File: src/sd_frame_pkg.sv
package sd_frame_pkg;

    // ==================================================
    // Frame geometry
    // ==================================================

    // Whole command or response frame on the CMD line
    localparam int FRAME_BITS = 48;

    // Start bit, direction bit, index and argument
    localparam int PAYLOAD_BITS = 40;

    localparam int CRC_BITS = 7;

    // Field positions inside a frame word
    localparam int PAYLOAD_LSB = 8;
    localparam int CRC_MSB     = 7;
    localparam int CRC_LSB     = 1;
    localparam int END_POS     = 0;

    // Bit counter wide enough to index one frame
    localparam int CNT_BITS = $clog2(FRAME_BITS);

    // CRC7 taps for x^7 + x^3 + 1
    localparam logic [CRC_BITS-1:0] CRC7_POLY = 7'h09;

    typedef logic [FRAME_BITS-1:0] frame_t;
    typedef logic [CNT_BITS-1:0]   cnt_t;

endpackage

File: src/sd_resp_pkg.sv
package sd_resp_pkg;

    // ==================================================
    // Response handling
    // ==================================================

    // Response expected after a command
    typedef enum logic {
        RESP_NONE = 1'b0,
        RESP_48   = 1'b1
    } resp_type_t;

    // Cycles the receiver ignores CMD after the line is released
    localparam int TURNAROUND_CYCLES = 2;

    localparam int TURN_BITS = $clog2(TURNAROUND_CYCLES + 1);

    typedef logic [TURN_BITS-1:0] turn_cnt_t;

endpackage

File: src/sd_crc7.sv
module sd_crc7 (
    input  logic                               clk_int,
    input  logic                               init_rstPulse,
    input  logic                               clear,
    input  logic                               enable,
    input  logic                               bit_in,
    output logic [sd_frame_pkg::CRC_BITS-1:0]  crc
);

    logic feedback;

    // Incoming bit against the register MSB
    assign feedback = bit_in ^ crc[sd_frame_pkg::CRC_BITS-1];

    always_ff @(posedge clk_int) begin
        if (init_rstPulse) begin
            crc <= '0;
        end else if (clear) begin
            crc <= '0;
        end else if (enable) begin
            if (feedback) begin
                crc <= {crc[sd_frame_pkg::CRC_BITS-2:0], 1'b0} ^ sd_frame_pkg::CRC7_POLY;
            end else begin
                crc <= {crc[sd_frame_pkg::CRC_BITS-2:0], 1'b0};
            end
        end
    end

endmodule

File: src/sd_cmd_sequencer.sv
module sd_cmd_sequencer (
    input  logic                      clk_int,
    input  logic                      init_rstPulse,
    input  logic                      cmd_trigger,
    input  sd_frame_pkg::frame_t      cmd_data,
    input  sd_resp_pkg::resp_type_t   cmd_resp_type,
    input  logic                      tx_end,
    input  logic                      resp_done,
    output logic                      tx_start,
    output sd_frame_pkg::frame_t      tx_frame,
    output logic                      cmd_done,
    output logic                      rx_arm
);

    typedef enum logic [1:0] {
        SEQ_IDLE,
        SEQ_SEND,
        SEQ_WAIT_RESP
    } seq_state_t;

    seq_state_t              state;
    sd_resp_pkg::resp_type_t resp_type_q;
    logic                    accept;

    // Triggers while busy are dropped
    assign accept = cmd_trigger && (state == SEQ_IDLE);

    // ==================================================
    // Sequencing FSM
    // ==================================================
    always_ff @(posedge clk_int) begin
        if (init_rstPulse) begin
            state    <= SEQ_IDLE;
            tx_start <= 1'b0;
        end else begin
            tx_start <= accept;
            case (state)
                SEQ_IDLE: begin
                    if (accept) begin
                        state <= SEQ_SEND;
                    end
                end
                SEQ_SEND: begin
                    if (tx_end) begin
                        if (resp_type_q == sd_resp_pkg::RESP_48) begin
                            state <= SEQ_WAIT_RESP;
                        end else begin
                            state <= SEQ_IDLE;
                        end
                    end
                end
                SEQ_WAIT_RESP: begin
                    if (resp_done) begin
                        state <= SEQ_IDLE;
                    end
                end
                default: begin
                    state <= SEQ_IDLE;
                end
            endcase
        end
    end

    // Command and response type held for the whole transaction
    always_ff @(posedge clk_int) begin
        if (accept) begin
            tx_frame    <= cmd_data;
            resp_type_q <= cmd_resp_type;
        end
    end

    assign cmd_done = tx_end && (state == SEQ_SEND);
    assign rx_arm   = cmd_done && (resp_type_q == sd_resp_pkg::RESP_48);

endmodule

File: src/sd_cmd_serializer.sv
module sd_cmd_serializer (
    input  logic                  clk_int,
    input  logic                  init_rstPulse,
    input  logic                  tx_start,
    input  sd_frame_pkg::frame_t  tx_frame,
    output logic                  sd_cmd_out,
    output logic                  sd_cmd_oe,
    output logic                  tx_end
);

    sd_frame_pkg::frame_t                shreg;
    sd_frame_pkg::cnt_t                  bit_cnt;
    logic                                active;
    logic                                in_payload;
    logic                                at_crc;
    logic                                at_last;
    logic [sd_frame_pkg::CRC_BITS-1:0]   crc;

    assign in_payload = bit_cnt < sd_frame_pkg::cnt_t'(sd_frame_pkg::PAYLOAD_BITS);
    assign at_crc     = bit_cnt == sd_frame_pkg::cnt_t'(sd_frame_pkg::PAYLOAD_BITS);
    assign at_last    = bit_cnt == sd_frame_pkg::cnt_t'(sd_frame_pkg::FRAME_BITS - 1);

    // CRC over the payload bits as they leave
    sd_crc7 u_crc7 (
        .clk_int       (clk_int),
        .init_rstPulse (init_rstPulse),
        .clear         (tx_start),
        .enable        (active && in_payload),
        .bit_in        (shreg[sd_frame_pkg::FRAME_BITS-1]),
        .crc           (crc)
    );

    // ==================================================
    // Bit counter and line drive
    // ==================================================
    always_ff @(posedge clk_int) begin
        if (init_rstPulse) begin
            active     <= 1'b0;
            bit_cnt    <= '0;
            sd_cmd_out <= 1'b1;
            sd_cmd_oe  <= 1'b0;
            tx_end     <= 1'b0;
        end else begin
            // Fires once, in the cycle after the final bit
            tx_end <= sd_cmd_oe && !active;
            if (tx_start) begin
                active  <= 1'b1;
                bit_cnt <= '0;
            end else if (active) begin
                sd_cmd_oe  <= 1'b1;
                bit_cnt    <= bit_cnt + 1'b1;
                // First CRC bit comes straight from the accumulator
                sd_cmd_out <= at_crc ? crc[sd_frame_pkg::CRC_BITS-1]
                                     : shreg[sd_frame_pkg::FRAME_BITS-1];
                if (at_last) begin
                    active <= 1'b0;
                end
            end else begin
                sd_cmd_oe  <= 1'b0;
                sd_cmd_out <= 1'b1;
            end
        end
    end

    // Shift path; trailing ones supply the end bit
    always_ff @(posedge clk_int) begin
        if (tx_start) begin
            shreg <= {tx_frame[sd_frame_pkg::FRAME_BITS-1:sd_frame_pkg::PAYLOAD_LSB],
                      {sd_frame_pkg::PAYLOAD_LSB{1'b1}}};
        end else if (active && at_crc) begin
            shreg <= {crc[sd_frame_pkg::CRC_BITS-2:0],
                      {(sd_frame_pkg::FRAME_BITS - sd_frame_pkg::CRC_BITS + 1){1'b1}}};
        end else if (active) begin
            shreg <= {shreg[sd_frame_pkg::FRAME_BITS-2:0], 1'b1};
        end
    end

endmodule

File: src/sd_resp_receiver.sv
module sd_resp_receiver (
    input  logic                  clk_int,
    input  logic                  init_rstPulse,
    input  logic                  rx_arm,
    input  logic                  sd_cmd_in,
    output logic                  resp_done,
    output sd_frame_pkg::frame_t  resp_data,
    output logic                  resp_crc_err
);

    typedef enum logic [2:0] {
        RX_IDLE,
        RX_TURN,
        RX_WAIT,
        RX_SHIFT,
        RX_CHECK
    } rx_state_t;

    rx_state_t                           state;
    sd_resp_pkg::turn_cnt_t              turn_cnt;
    sd_frame_pkg::cnt_t                  bit_cnt;
    sd_frame_pkg::frame_t                shreg;
    logic                                cmd_in_q;
    logic                                start_seen;
    logic                                crc_en;
    logic                                crc_bad;
    logic [sd_frame_pkg::CRC_BITS-1:0]   crc;

    // Single input register on the CMD line
    always_ff @(posedge clk_int) begin
        if (init_rstPulse) begin
            cmd_in_q <= 1'b1;
        end else begin
            cmd_in_q <= sd_cmd_in;
        end
    end

    assign start_seen = (state == RX_WAIT) && !cmd_in_q;

    // CRC runs over the start bit and the next 39
    always_comb begin
        crc_en = start_seen;
        if (state == RX_SHIFT &&
            bit_cnt < sd_frame_pkg::cnt_t'(sd_frame_pkg::PAYLOAD_BITS)) begin
            crc_en = 1'b1;
        end
    end

    sd_crc7 u_crc7 (
        .clk_int       (clk_int),
        .init_rstPulse (init_rstPulse),
        .clear         (rx_arm),
        .enable        (crc_en),
        .bit_in        (cmd_in_q),
        .crc           (crc)
    );

    assign crc_bad = (shreg[sd_frame_pkg::CRC_MSB:sd_frame_pkg::CRC_LSB] != crc) ||
                     !shreg[sd_frame_pkg::END_POS];

    // ==================================================
    // Receive FSM
    // ==================================================
    always_ff @(posedge clk_int) begin
        if (init_rstPulse) begin
            state        <= RX_IDLE;
            turn_cnt     <= '0;
            bit_cnt      <= '0;
            resp_done    <= 1'b0;
            resp_crc_err <= 1'b0;
        end else begin
            resp_done <= 1'b0;
            case (state)
                RX_IDLE: begin
                    if (rx_arm) begin
                        turn_cnt <= sd_resp_pkg::turn_cnt_t'(sd_resp_pkg::TURNAROUND_CYCLES - 1);
                        state    <= RX_TURN;
                    end
                end
                RX_TURN: begin
                    if (turn_cnt == '0) begin
                        state <= RX_WAIT;
                    end else begin
                        turn_cnt <= turn_cnt - 1'b1;
                    end
                end
                RX_WAIT: begin
                    if (start_seen) begin
                        bit_cnt <= sd_frame_pkg::cnt_t'(1);
                        state   <= RX_SHIFT;
                    end
                end
                RX_SHIFT: begin
                    bit_cnt <= bit_cnt + 1'b1;
                    if (bit_cnt == sd_frame_pkg::cnt_t'(sd_frame_pkg::FRAME_BITS - 1)) begin
                        state <= RX_CHECK;
                    end
                end
                RX_CHECK: begin
                    resp_crc_err <= crc_bad;
                    resp_done    <= 1'b1;
                    state        <= RX_IDLE;
                end
                default: begin
                    state <= RX_IDLE;
                end
            endcase
        end
    end

    // Data path, MSB first
    always_ff @(posedge clk_int) begin
        if (start_seen || state == RX_SHIFT) begin
            shreg <= {shreg[sd_frame_pkg::FRAME_BITS-2:0], cmd_in_q};
        end
        if (state == RX_CHECK) begin
            resp_data <= shreg;
        end
    end

endmodule

File: src/sd_cmd_ctrl.sv
module sd_cmd_ctrl (
    input  logic                      clk_int,
    input  logic                      init_rstPulse,

    // Host command side
    input  logic                      cmd_trigger,
    input  sd_frame_pkg::frame_t      cmd_data,
    input  sd_resp_pkg::resp_type_t   cmd_resp_type,
    output logic                      cmd_done,

    // Host response side
    output logic                      resp_done,
    output sd_frame_pkg::frame_t      resp_data,
    output logic                      resp_crc_err,

    // CMD pin, split into out, enable and in
    output logic                      sd_cmd_out,
    output logic                      sd_cmd_oe,
    input  logic                      sd_cmd_in
);

    logic                  tx_start;
    logic                  tx_end;
    logic                  rx_arm;
    sd_frame_pkg::frame_t  tx_frame;

    // ==================================================
    // Decode, execute, result
    // ==================================================
    sd_cmd_sequencer u_sequencer (
        .clk_int       (clk_int),
        .init_rstPulse (init_rstPulse),
        .cmd_trigger   (cmd_trigger),
        .cmd_data      (cmd_data),
        .cmd_resp_type (cmd_resp_type),
        .tx_end        (tx_end),
        .resp_done     (resp_done),
        .tx_start      (tx_start),
        .tx_frame      (tx_frame),
        .cmd_done      (cmd_done),
        .rx_arm        (rx_arm)
    );

    sd_cmd_serializer u_serializer (
        .clk_int       (clk_int),
        .init_rstPulse (init_rstPulse),
        .tx_start      (tx_start),
        .tx_frame      (tx_frame),
        .sd_cmd_out    (sd_cmd_out),
        .sd_cmd_oe     (sd_cmd_oe),
        .tx_end        (tx_end)
    );

    sd_resp_receiver u_receiver (
        .clk_int       (clk_int),
        .init_rstPulse (init_rstPulse),
        .rx_arm        (rx_arm),
        .sd_cmd_in     (sd_cmd_in),
        .resp_done     (resp_done),
        .resp_data     (resp_data),
        .resp_crc_err  (resp_crc_err)
    );

endmodule

File: config.mk
export PLATFORM = sky130hd
export DESIGN_NAME = sd_cmd_ctrl
export DESIGN_NICKNAME = d
export VERILOG_FILES = /design/src/sd_frame_pkg.sv /design/src/sd_resp_pkg.sv /design/src/sd_crc7.sv /design/src/sd_cmd_sequencer.sv /design/src/sd_cmd_serializer.sv /design/src/sd_resp_receiver.sv /design/src/sd_cmd_ctrl.sv
export SDC_FILE = /design/constraint.sdc
export NUM_CORES = 1
export LEC_CHECK = 0
export BUFFER_PORTS_ARGS = -buffer_cell sky130_fd_sc_hd__buf_2
export CORE_AREA = 2 2 124 126
export CTS_CLUSTER_DIAMETER = 80
export DETAILED_ROUTE_END_ITERATION = 10
export DIE_AREA = 0 0 126 128
export PLACE_DENSITY_LB_ADDON = 0.08
export SLEW_MARGIN = 20
export SYNTH_ARGS = -nofsm -noshare
export SYNTH_HDL_FRONTEND = slang
export SYNTH_SLANG_ARGS = --single-unit
File: constraint.sdc
create_clock -name clk_int -period 7 [get_ports clk_int]
set_input_delay 0.7 -clock clk_int [delete_from_list [all_inputs] [get_ports clk_int]]
set_output_delay 0.7 -clock clk_int [all_outputs]
set_load 0.01 [all_outputs]
=== Word-level counts from Yosys, hierarchy flattened ===
Cells that the tools add are included.

* Output and inout bits: 53
* Register bits after elaboration: 226
* Bits of input ports: 53

* Reductions and logical operators: 25
* Add/sub/neg operators: 3
* Eq/ne operators: 18
* Order comparisons: 2
* Bitwise operators: 4
* Mux-type cells: 28

{| class="wikitable"
|+ Operators with widths
! kind !! number
|-
| 48-bit 2-to-1 mux || 3
|-
| 6-bit equality test, second input constant || 3
|-
| 6-bit by 1-bit adder with 6-bit output, second input constant || 2
|-
| 6-bit < comparator, second input constant || 2
|-
| 2-bit 2-to-1 mux || 6
|-
| 3-bit 2-to-1 mux || 4
|-
| 2-bit by 1-bit != test with 1-bit output, second input constant || 6
|-
| 3-bit case mux with 4 select lines || 1
|-
| 6-bit case mux with 2 select lines || 1
|-
| 1-bit logical AND || 8
|-
| 1-bit 2-to-1 mux || 8
|-
| 4-bit 2-to-1 mux || 2
|-
| 7-bit != test || 1
|-
| 3-bit by 2-bit equality test with 1-bit output, second input constant || 2
|-
| 6-bit 2-to-1 mux || 1
|-
| 2-bit case mux with 3 select lines || 1
|-
| 3-bit AND reduction || 2
|-
| 2-bit logical NOT || 2
|-
| 2-bit != test, second input constant || 2
|-
| 2-bit inverter || 2
|-
| 2-bit case mux with 2 select lines || 1
|-
| 4-bit AND reduction || 1
|-
| 2-bit nonzero test || 2
|-
| 2-bit OR reduction || 2
|-
| other kinds (11) || 15
|}

=== Logic depth before layout (Yosys ltp) ===
Gate-level depths: netlist of the first run.

* Depth in word-level cells: 5
* Gate-level depth with buffers: 7
* Gate-level depth less buffers: 5

=== Cells and area by module ===
Synthesis of the first run repeated with hierarchy kept, for this count alone.

* Cell total of the unflattened synthesis: 531
* Area, all modules: 8234.1 sq um

{| class="wikitable"
|+ By module, submodules not included
! module !! area each (sq um) !! instances !! sequential area each (sq um) !! cells an instance
|-
| sd_resp_receiver || 3683.5 || 1 || 3163.0 || 185
|-
| sd_cmd_serializer || 2399.8 || 1 || 1401.3 || 230
|-
| sd_cmd_sequencer || 1597.8 || 1 || 1531.5 || 60
|-
| sd_crc7 || 276.5 || 2 || 140.1 || 28
|}

=== Least setup slack after synthesis of the first run ===
Ideal clock, no wire load.

* Path type: register -> register
* Start: register u_receiver.state[0]
* End: register u_receiver.resp_crc_err
* Setup slack: 2.191 ns
* Buffers on the path: 1
* Period minus slack after synthesis: 4.809 ns
* Library setup time: 0.350 ns
* Stages on the path, launching flop included: 4
* Data required time: 6.650 ns
* Data arrival time: 4.458 ns
* Cells stage by stage: dfxtp_1 -> buf_4 -> nor3b_1 -> a41oi_1

* Word-level cells in the longest chain between the ends: 1

{| class="wikitable"
|+ RTL lines
! what !! RTL line !! text
|-
| from (decl) || sd_resp_receiver.sv:19 || <nowiki>rx_state_t state;</nowiki>
|-
| from (signal assigned) || sd_resp_receiver.sv:66 || <nowiki>state <= RX_IDLE;</nowiki>
|-
| from (signal assigned) || sd_resp_receiver.sv:77 || <nowiki>state <= RX_TURN;</nowiki>
|-
| from (signal assigned) || sd_resp_receiver.sv:82 || <nowiki>state <= RX_WAIT;</nowiki>
|-
| 3-bit equality test || sd_resp_receiver.sv:73 || <nowiki>case (state)</nowiki>
|-
| to (signal assigned) || sd_resp_receiver.sv:100 || <nowiki>resp_crc_err <= crc_bad;</nowiki>
|-
| to (decl) || sd_resp_receiver.sv:8 || <nowiki>output logic resp_crc_err</nowiki>
|}

No other way between the ends.
A chain may end at the register's enable or synchronous reset.

=== Worst setup path after layout of the first run ===
* Start: register u_serializer.active
* End: register u_serializer.shreg[14] (enable)

* Word-level cells in the longest chain between the ends: 2

{| class="wikitable"
|+ RTL lines
! what !! RTL line !! text
|-
| from (decl) || sd_cmd_serializer.sv:13 || <nowiki>logic active;</nowiki>
|-
| from (signal assigned) || sd_cmd_serializer.sv:38 || <nowiki>active <= 1'b0;</nowiki>
|-
| from (signal assigned) || sd_cmd_serializer.sv:47 || <nowiki>active <= 1'b1;</nowiki>
|-
| from (signal assigned) || sd_cmd_serializer.sv:56 || <nowiki>active <= 1'b0;</nowiki>
|-
| 1-bit logical AND || sd_cmd_serializer.sv:70 || <nowiki>end else if (active && at_crc) begin</nowiki>
|-
| 3-bit nonzero test (no line) (*) || n/a ||
|-
| to (signal assigned) || sd_cmd_serializer.sv:68 || <nowiki>shreg <= {tx_frame[sd_frame_pkg::FRAME_BITS-1:sd_frame_pkg::PAYLOAD_LSB],</nowiki>
|-
| to (signal assigned) || sd_cmd_serializer.sv:71 || <nowiki>shreg <= {crc[sd_frame_pkg::CRC_BITS-2:0],</nowiki>
|-
| to (signal assigned) || sd_cmd_serializer.sv:74 || <nowiki>shreg <= {shreg[sd_frame_pkg::FRAME_BITS-2:0], 1'b1};</nowiki>
|-
| to (decl) || sd_cmd_serializer.sv:11 || <nowiki>sd_frame_pkg::frame_t shreg;</nowiki>
|}

Mark *: on every way between the ends. The rest lies on a longest branch, timed or not.

==> run_results.csv, run 1 <==
group,metric,value,unit
sta,fmax,453,MHz
placed_design,gp_congestion,0.831,
finish,design_area,9270,um2
routing,first_iter_violations,274,
synthesis,synthFlopType,"edfxtp_1",
critical_path,crit_type,"reg -> reg",
critical_path,crit_end,"u_serializer.shreg[14]",
worst_hold_path,hold_class,"in -> reg",
clock_tree,cts_tree,"yes",
critical_path,reg2reg_depth,2,
synthesis,ys_seq_area_share,76.8,%
sta,whs,0.386,ns
pwr,total_leakage_power,3.24,nW
synthesis,synthCells,535,
finish,fin_nets,687,
routing,wl_per_cell,15.9,um
global_routing,gr-total-overflow,0,
floorplan,placement_rows,45,
synthesis,synth_nets,592,
floorplan,die_w,126,um
synthesis,netlist_area,7990,um2
sta,fin_crit,2.21,ns
routing,wl,13200,um
critical_path,crit_family,"simple AND/OR/NAND/NOR gates",
finish,nFillCells,1125,
routing,drcViolationCount,0,
critical_path,path_max_fanout,40,
synthesis,synth_top_area_share,66.5,%
sta,hold_violations,0,
global_routing,grt_pass1_wl,21400,um
critical_path,crit_path_start,"u_serializer.active",
clock_tree,clockBufferDepth,3,
synthesis,ys_ff_latch,218,
clock_tree,h-tree-depth,1,
sta,rsz0062_at_grt,"no",
placed_design,placed_area,8610,um2
synthesis,async_flop_share,0,%
clock_tree,ctsHoldBuffers,0,
clock_tree,post_cts_buffers,0,
clock_tree,clkLatencyLatePin,0.49,ns
critical_path,required,7.10,ns
placed_design,hpwl,8040,um
critical_path,slowest_stage,"nand2_2",
finish,antenna_cells,0,
floorplan,die_y,128,um
routing,drt-vias-per-instance,5.46,
critical_path,crit_buf_inv,1,
critical_path,cp_slowest_stage_delay,0.77,ns
clock_tree,clockRootBuffer,"clkbuf_16",
routing,vias,4539,
critical_path,cp-start-kind,"flip-flop",
critical_path,rr_startpoint,"u_serializer.active",
clock_tree,clock_sinks,218,
critical_path,rrSetupSlack,4.79,ns
sta,clock-skew-final,0.00895,ns
routing,ant_nets,0,
clock_tree,cts_made_buffers,22,
synthesis,yosysUniqueCellTypes,56,
routing,first_pass_iters,6,
floorplan,die-area,16100,um2
global_routing,grtUsageTotal,16.2,%
global_routing,grt_pass1_vias,4405,
sta,finalSetupTns,0,ns
placed_design,dp_cells,794,
synthesis,synth_most_common_cell,"edfxtp_1",
floorplan,num_io_pins,106,
finish,drive_gt1_share,22.1,%
sta,min_period_over_period,31.5,%
pwr,total_power,2.64,mW
floorplan,core_area,14900,um2
synthesis,ys_warn_count,0,
critical_path,cp-end-kind,"flip-flop",
critical_path,cp_cell_sequence,"inv_1 > nand2_2",
critical_path,cp.arrival,2.31,ns
sta,relSlewSlack,36.8,%
synthesis,synth_enable_flop_cells,177,
critical_path,reg2reg_to,"u_serializer.shreg[14]",
sta,setup_viol,0,
clock_tree,cts_resized,0,
placed_design,portBuffers,97,
floorplan,start_util,53.8,%
finish,syn2layout_area_growth,16.0,%
clock_tree,clk_pin_slew,0.06,ns
global_routing,grt_max_degree,77,
synthesis,synth_area_leaders,"edfxtp_1, dfxtp_1, a21oi_1",
sta,drv_slew,0,
global_routing,antenna_found_initial,0,
job,maxCapViolations,0,
synthesis,synth_area_per_cell,14.9,um2
pwr,peakVddDrop,221,uV
finish,instances_no_fill,831,
synthesis,synth_common_cells,"edfxtp_1, a21oi_1, dfxtp_1, nand2_1, o21ai_0",
outcome,outcome,"finished, final reports clean",
critical_path,cp.depth,2,
sta,tightest_slew,0.944,ns
pwr,power.density,285,nW/um2
synthesis,synth_top_cell_by_area,"edfxtp_1",
==> placed cells by master, fill, tap and decap left out, types with 4 or more instances in the layout <==
cell type  instances
edfxtp_1         177
nor4_1             4
inv_1              8
clkbuf_16         23
dfxtp_1           40
nand2_1           39
o21ai_0           38
nand3_1            9
clkinv_2           4
o31ai_1            6
nor2b_1            4
o21ai_1           12
ha_1               4
a31oi_1            7
buf_4              6
a2bb2oi_1          5
a21oi_1           51
xor2_1            11
clkinv_1           4
a311oi_1           4
nand2b_1           6
nor2_1            13
nor3_1             4
buf_2             97
nand4_1            9
==> how the worst min path moves through the flow <==
stage / start / end / slack [ns] / cells past startpoint
floorplan: u_receiver.shreg[47] / u_receiver.resp_data[47] / 0.40 / 0
detailed placement: u_receiver.shreg[47] / u_receiver.resp_data[47] / 0.41 / 0
global placement: u_receiver.shreg[47] / u_receiver.resp_data[47] / 0.40 / 0
global route: cmd_data[23] / u_sequencer.tx_frame[23] / 0.37 / 1
finish: cmd_data[44] / u_sequencer.tx_frame[44] / 0.39 / 1
CTS: cmd_data[44] / u_sequencer.tx_frame[44] / 0.37 / 1
==> layer usage <==
| layer | vias to the layer above | wire, um | global-route usage (%) |
|---|---|---|---|
| li1 | 2223 | - | - |
| met3 | 29 | 737 | 3.34 |
| met2 | 121 | 6060 | 25.9 |
| met4 | 0 | 316 | 5.49 |
| met5 | - | 0 | 0 |
| met1 | 2166 | 6110 | 22.4 |
==> layout make-up <==
| class | count | area [um2] | area share [%] |
|---|---|---|---|
| Clock buffer | 29 | 628 | 6.77 |
| Clock inverter | 8 | 35.0 | 0.378 |
| Inverter | 8 | 30.0 | 0.324 |
| Multi-Input combinational cell | 277 | 1680 | 18.1 |
| Sequential cell | 218 | 6140 | 66.2 |
| Tap cell | 188 | 235 | 2.54 |
| Timing Repair Buffer | 103 | 531 | 5.72 |
==> sequential cells by signal, indices dropped and copies added, names as in the netlist, 2 cells and up <==
name and count:
u_serializer.shreg 40, u_serializer.u_crc7.crc 7, u_receiver.state 3, u_receiver.bit_cnt 6, u_serializer.bit_cnt 6, u_sequencer.tx_frame 40, u_sequencer.state 2, u_receiver.shreg 48
u_receiver.turn_cnt 2, u_receiver.u_crc7.crc 7, u_receiver.resp_data 48
==> power by group <==
group | switching, mW | internal, mW | leakage [nW]
logic | 0.0638 | 0.0367 | 0.949
registers | 0.0226 | 1.45 | 1.96
clock network | 0.443 | 0.625 | 0.330
==> worst register-to-register path: stages, from the launching register on <==
cell	delay [ns]
dfxtp_1	0.73
inv_1	0.31
nand2_2	0.77
==> stage by stage <==
step / utilization, % / setup WS [ns]
2_1_floorplan: - / 2.19
3_3_place_gp: 57.9 / 4.85
3_5_place_dp: 57.9 / 4.77
4_1_cts: 62.4 / 4.78
5_1_grt: 62.4 / 4.62
6_report: 62.4 / 4.79
==> cells by family after synthesis <==
family	share of synthesized area [%]
compound gates	10.5
xor+xnor	1.83
fa+ha+maj	0.626
buf+inv	2.52
flops	76.8
mux	0.532
simple gates	7.25
No activity file was read; power rests on OpenSTA's default activity.
==> run 2: changes to the inputs <==
--- a/config.mk
+++ b/config.mk
@@ -5,11 +5,12 @@
 export SDC_FILE = /design/constraint.sdc
 export NUM_CORES = 1
 export LEC_CHECK = 0
+export ABC_AREA = 1
 export BUFFER_PORTS_ARGS = -buffer_cell sky130_fd_sc_hd__buf_2
-export CORE_AREA = 2 2 124 126
+export CORE_AREA = 2 2 123 125
 export CTS_CLUSTER_DIAMETER = 80
 export DETAILED_ROUTE_END_ITERATION = 10
-export DIE_AREA = 0 0 126 128
+export DIE_AREA = 0 0 125 127
 export PLACE_DENSITY_LB_ADDON = 0.08
 export SLEW_MARGIN = 20
 export SYNTH_ARGS = -nofsm -noshare
==> constraint.sdc (replaced) <==
create_clock -name clk_int -period 2.1 [get_ports clk_int]
set_input_delay 0.21 -clock clk_int [delete_from_list [all_inputs] [get_ports clk_int]]
set_output_delay 0.21 -clock clk_int [all_outputs]
set_load 0.01 [all_outputs]
==> run 2 against run 1 <==
Net effect: total power increased to 3.6 times the previous value; sequential cell count unchanged; design area rose by 4.8%; first-iteration DRC count rose by 20%; global-route usage up 0.85 points; non-clock buffer count is 50 higher; area after synthesis decreased by 1.4%; core utilization rose by 5.0 points; critical path depth up 5; worst hold slack got worse by 0.35 ns; clock power rose to 3.1 times the previous value.
==> run_results.csv, run 2 <==
group,metric,value,unit
outcome,outcome,"finished, final reports clean",
critical_path,slowest_stage,"dfxtp_1",
pwr,total_leakage_power,3.68,nW
synthesis,synth_enable_flop_cells,177,
synthesis,ys_warn_count,0,
routing,drcViolationCount,0,
synthesis,ys_ff_latch,218,
critical_path,crit_buf_inv,2,
synthesis,synth_top_cell_by_area,"edfxtp_1",
sta,rsz0062_at_grt,"no",
pwr,power_frac_seq,55.3,%
synthesis,synth_common_cells,"edfxtp_1, nor2_1, nand2_1, a21oi_1",
pwr,p_sw_share,23.3,%
critical_path,cp.depth,7,
routing,first_iter_violations,329,
global_routing,grt_use_met2,28.8,%
routing,first_pass_iters,4,
critical_path,crit_family,"simple AND/OR/NAND/NOR gates",
synthesis,synth_mux_area_share,0,%
critical_path,cp-start-kind,"flip-flop",
critical_path,crit_end,"u_serializer.shreg[40]",
sta,drv_slew,0,
pwr,power_frac_clock,35.3,%
synthesis,synth_xor_area_share,0.556,%
placed_design,pre_cts_slack,0.317,ns
finish,top_regs,"u_receiver.resp_data (48), u_receiver.shreg (48)",
routing,wl_per_cell,13.9,um
critical_path,cp-end-kind,"flip-flop",
clock_tree,clockBufferDepth,3,
sta,hold_violations,0,
sta,fmax,563,MHz
sta,whs,0.0322,ns
finish,antenna_cells,0,
sta,clock-skew-final,0.0212,ns
clock_tree,clk_pin_slew,0.06,ns
sta,fin_crit,1.78,ns
sta,finalSetupTns,0,ns
critical_path,path_max_fanout,25,
global_routing,grtUsageTotal,17.0,%
sta,tightest_slew,0.639,ns
critical_path,cp.arrival,2.00,ns
clock_tree,post_cts_buffers,0,
clock_tree,ctsHoldBuffers,42,
placed_design,placed_area,8690,um2
synthesis,synthCells,606,
pwr,power.net_switching,2.21,mW
critical_path,reg2reg_to,"u_serializer.shreg[40]",
finish,instances_no_fill,964,
routing,vias,4804,
synthesis,synth_adder_area_share,0.635,%
clock_tree,clock_sinks,218,
critical_path,cp_cell_sequence,"inv_1 > ha_1 > nand3_2 > nor2_4 > nand2_2 > buf_4 > a21oi_1",
finish,syn2layout_area_growth,23.3,%
synthesis,synth_most_common_cell,"edfxtp_1",
synthesis,ys_seq_area_share,77.9,%
sta,min_period_over_period,84.6,%
floorplan,num_io_pins,106,
global_routing,gr-total-overflow,0,
floorplan,die_y,127,um
synthesis,yosys.area_share.simple,12.4,%
global_routing,antenna_found_initial,0,
placed_design,gp_congestion,0.806,
floorplan,core_area,14400,um2
worst_hold_path,min_path_cells,3,
floorplan,start_util,54.6,%
critical_path,cp_slowest_stage_delay,0.38,ns
critical_path,rrSetupSlack,0.32,ns
global_routing,grt_use_met1,23.1,%
critical_path,reg2reg_depth,7,
global_routing,use_met3,3.14,%
floorplan,placement_rows,44,
synthesis,synth_nets,663,
finish,design_area,9720,um2
synthesis,async_flop_share,0,%
global_routing,busiest_layer,"met2",
placed_design,portBuffers,97,
clock_tree,cts_made_buffers,21,
critical_path,crit_path_start,"u_serializer.bit_cnt[0]",
synthesis,synth_top_area_share,67.5,%
clock_tree,h-tree-depth,1,
pwr,pwr-share-comb,9.4,%
worst_hold_path,hold_class,"in -> reg",
worst_hold_path,hold_start,"cmd_trigger",
finish,layout_commonest_cell,"edfxtp_1",
pwr,p_int,7.27,mW
clock_tree,clkLatencyLatePin,0.49,ns
floorplan,die_w,125,um
synthesis,synth_area_per_cell,13.0,um2
synthesis,netlist_area,7880,um2
clock_tree,cts_resized,0,
clock_tree,clockRootBuffer,"clkbuf_16",
pwr,peakVddDrop,868,uV
finish,nFillCells,1067,
critical_path,required,2.33,ns
floorplan,die-area,15900,um2
sta,finalWorstSetupSlack,0.323,ns
finish,fin_nets,822,
synthesis,synthFlopType,"edfxtp_1",
job,maxCapViolations,0,
global_routing,grt_max_degree,50,
global_routing,grt_pass1_vias,4699,
synthesis,synth_top_family_by_area,"simple AND/OR/NAND/NOR gates",
critical_path,rr_startpoint,"u_serializer.bit_cnt[0]",
routing,ant_nets,0,
sta,setup_viol,0,
routing,drt-vias-per-instance,4.98,
clock_tree,cts_tree,"yes",
critical_path,crit_type,"reg -> reg",
placed_design,hpwl,8100,um
placed_design,dp_cells,884,
synthesis,yosysUniqueCellTypes,27,
pwr,power.density,976,nW/um2
finish,drive_gt1_share,19.7,%
global_routing,grt_pass1_wl,22300,um
synthesis,synth_area_leaders,"edfxtp_1, dfxtp_1, nor2_1",
sta,relSlewSlack,57.3,%
synthesis,synth-compound-area-share,5.42,%
finish,final_cell_mix,"edfxtp_1, nor2_1, buf_2",
routing,wl,13400,um
run 2: cell count changes after synthesis, moves of 6 or more:
cell	delta
a31oi_1	-7
buf_2	-6
inv_1	+33
nand2_1	+49
nand2b_1	-6
nand3_1	+11
nor2_1	+91
o21ai_0	-17
o21ai_1	-12
o31ai_1	-6
xor2_1	-9
run 2: cells by family (layout without fill, tap and decap cells):
kind of cell / Yosys count / after routing
flip-flops: 218 / 218
AND/OR/NAND/NOR: 238 / 238
buffers and inverters: 59 / 233
XOR/XNOR: 5 / 5
adder cells (fa/ha/maj): 4 / 4
AO/OA/AOI/OAI: 82 / 82
run 2: worst min-delay path by stage:
| stage | end | slack, ns |
|---|---|---|
| 6_report | u_sequencer.tx_start | 0.03 |
| 4_1_cts | u_sequencer.tx_start | 0.01 |
| 5_1_grt | u_sequencer.tx_start | 0.05 |
| 3_3_place_gp | u_sequencer.tx_frame[16] | 0.39 |
| 2_1_floorplan | u_receiver.resp_done | 0.28 |
| 3_5_place_dp | u_sequencer.tx_frame[16] | 0.39 |
run 2: metrics by stage:
stage,total power [mW],util (%)
global route,9.93,67.4
CTS,9.57,67.4
global placement,6.12,60.2
finish,9.49,67.4
floorplan,5.90,-
detailed placement,6.16,60.2
run 2: final cells by class:
cell class	count	area, um2	area share (%)
Tap cell	184	230	2.37
Sequential cell	218	6140	63.1
Inverter	42	161	1.66
Multi-Input combinational cell	329	1510	15.5
Clock buffer	27	548	5.64
Timing Repair Buffer	153	1070	11.0
Clock inverter	11	60.1	0.618
run 2: worst register-to-register path: stages, from the launching register on:
cell	delay, ns
dfxtp_1	0.38
inv_1	0.06
ha_1	0.20
nand3_2	0.10
nor2_4	0.06
nand2_2	0.37
buf_4	0.28
a21oi_1	0.08
run 2: metal layers:
metal  vias up  wire [um]
met3        25        659
met2       133       6430
li1       2418          -
met1      2228       6070
met5         -          0
met4         0        234
run 2: power by group through the flow:
stage                     clock (mW)  sequential [mW]  combinational (mW)
after floorplan                    0             5.28               0.617
after global placement             0             5.33               0.790
after detailed placement           0             5.34               0.825
after CTS                       3.43             5.25               0.884
after global routing            3.64             5.28                1.01
final                           3.35             5.25               0.891
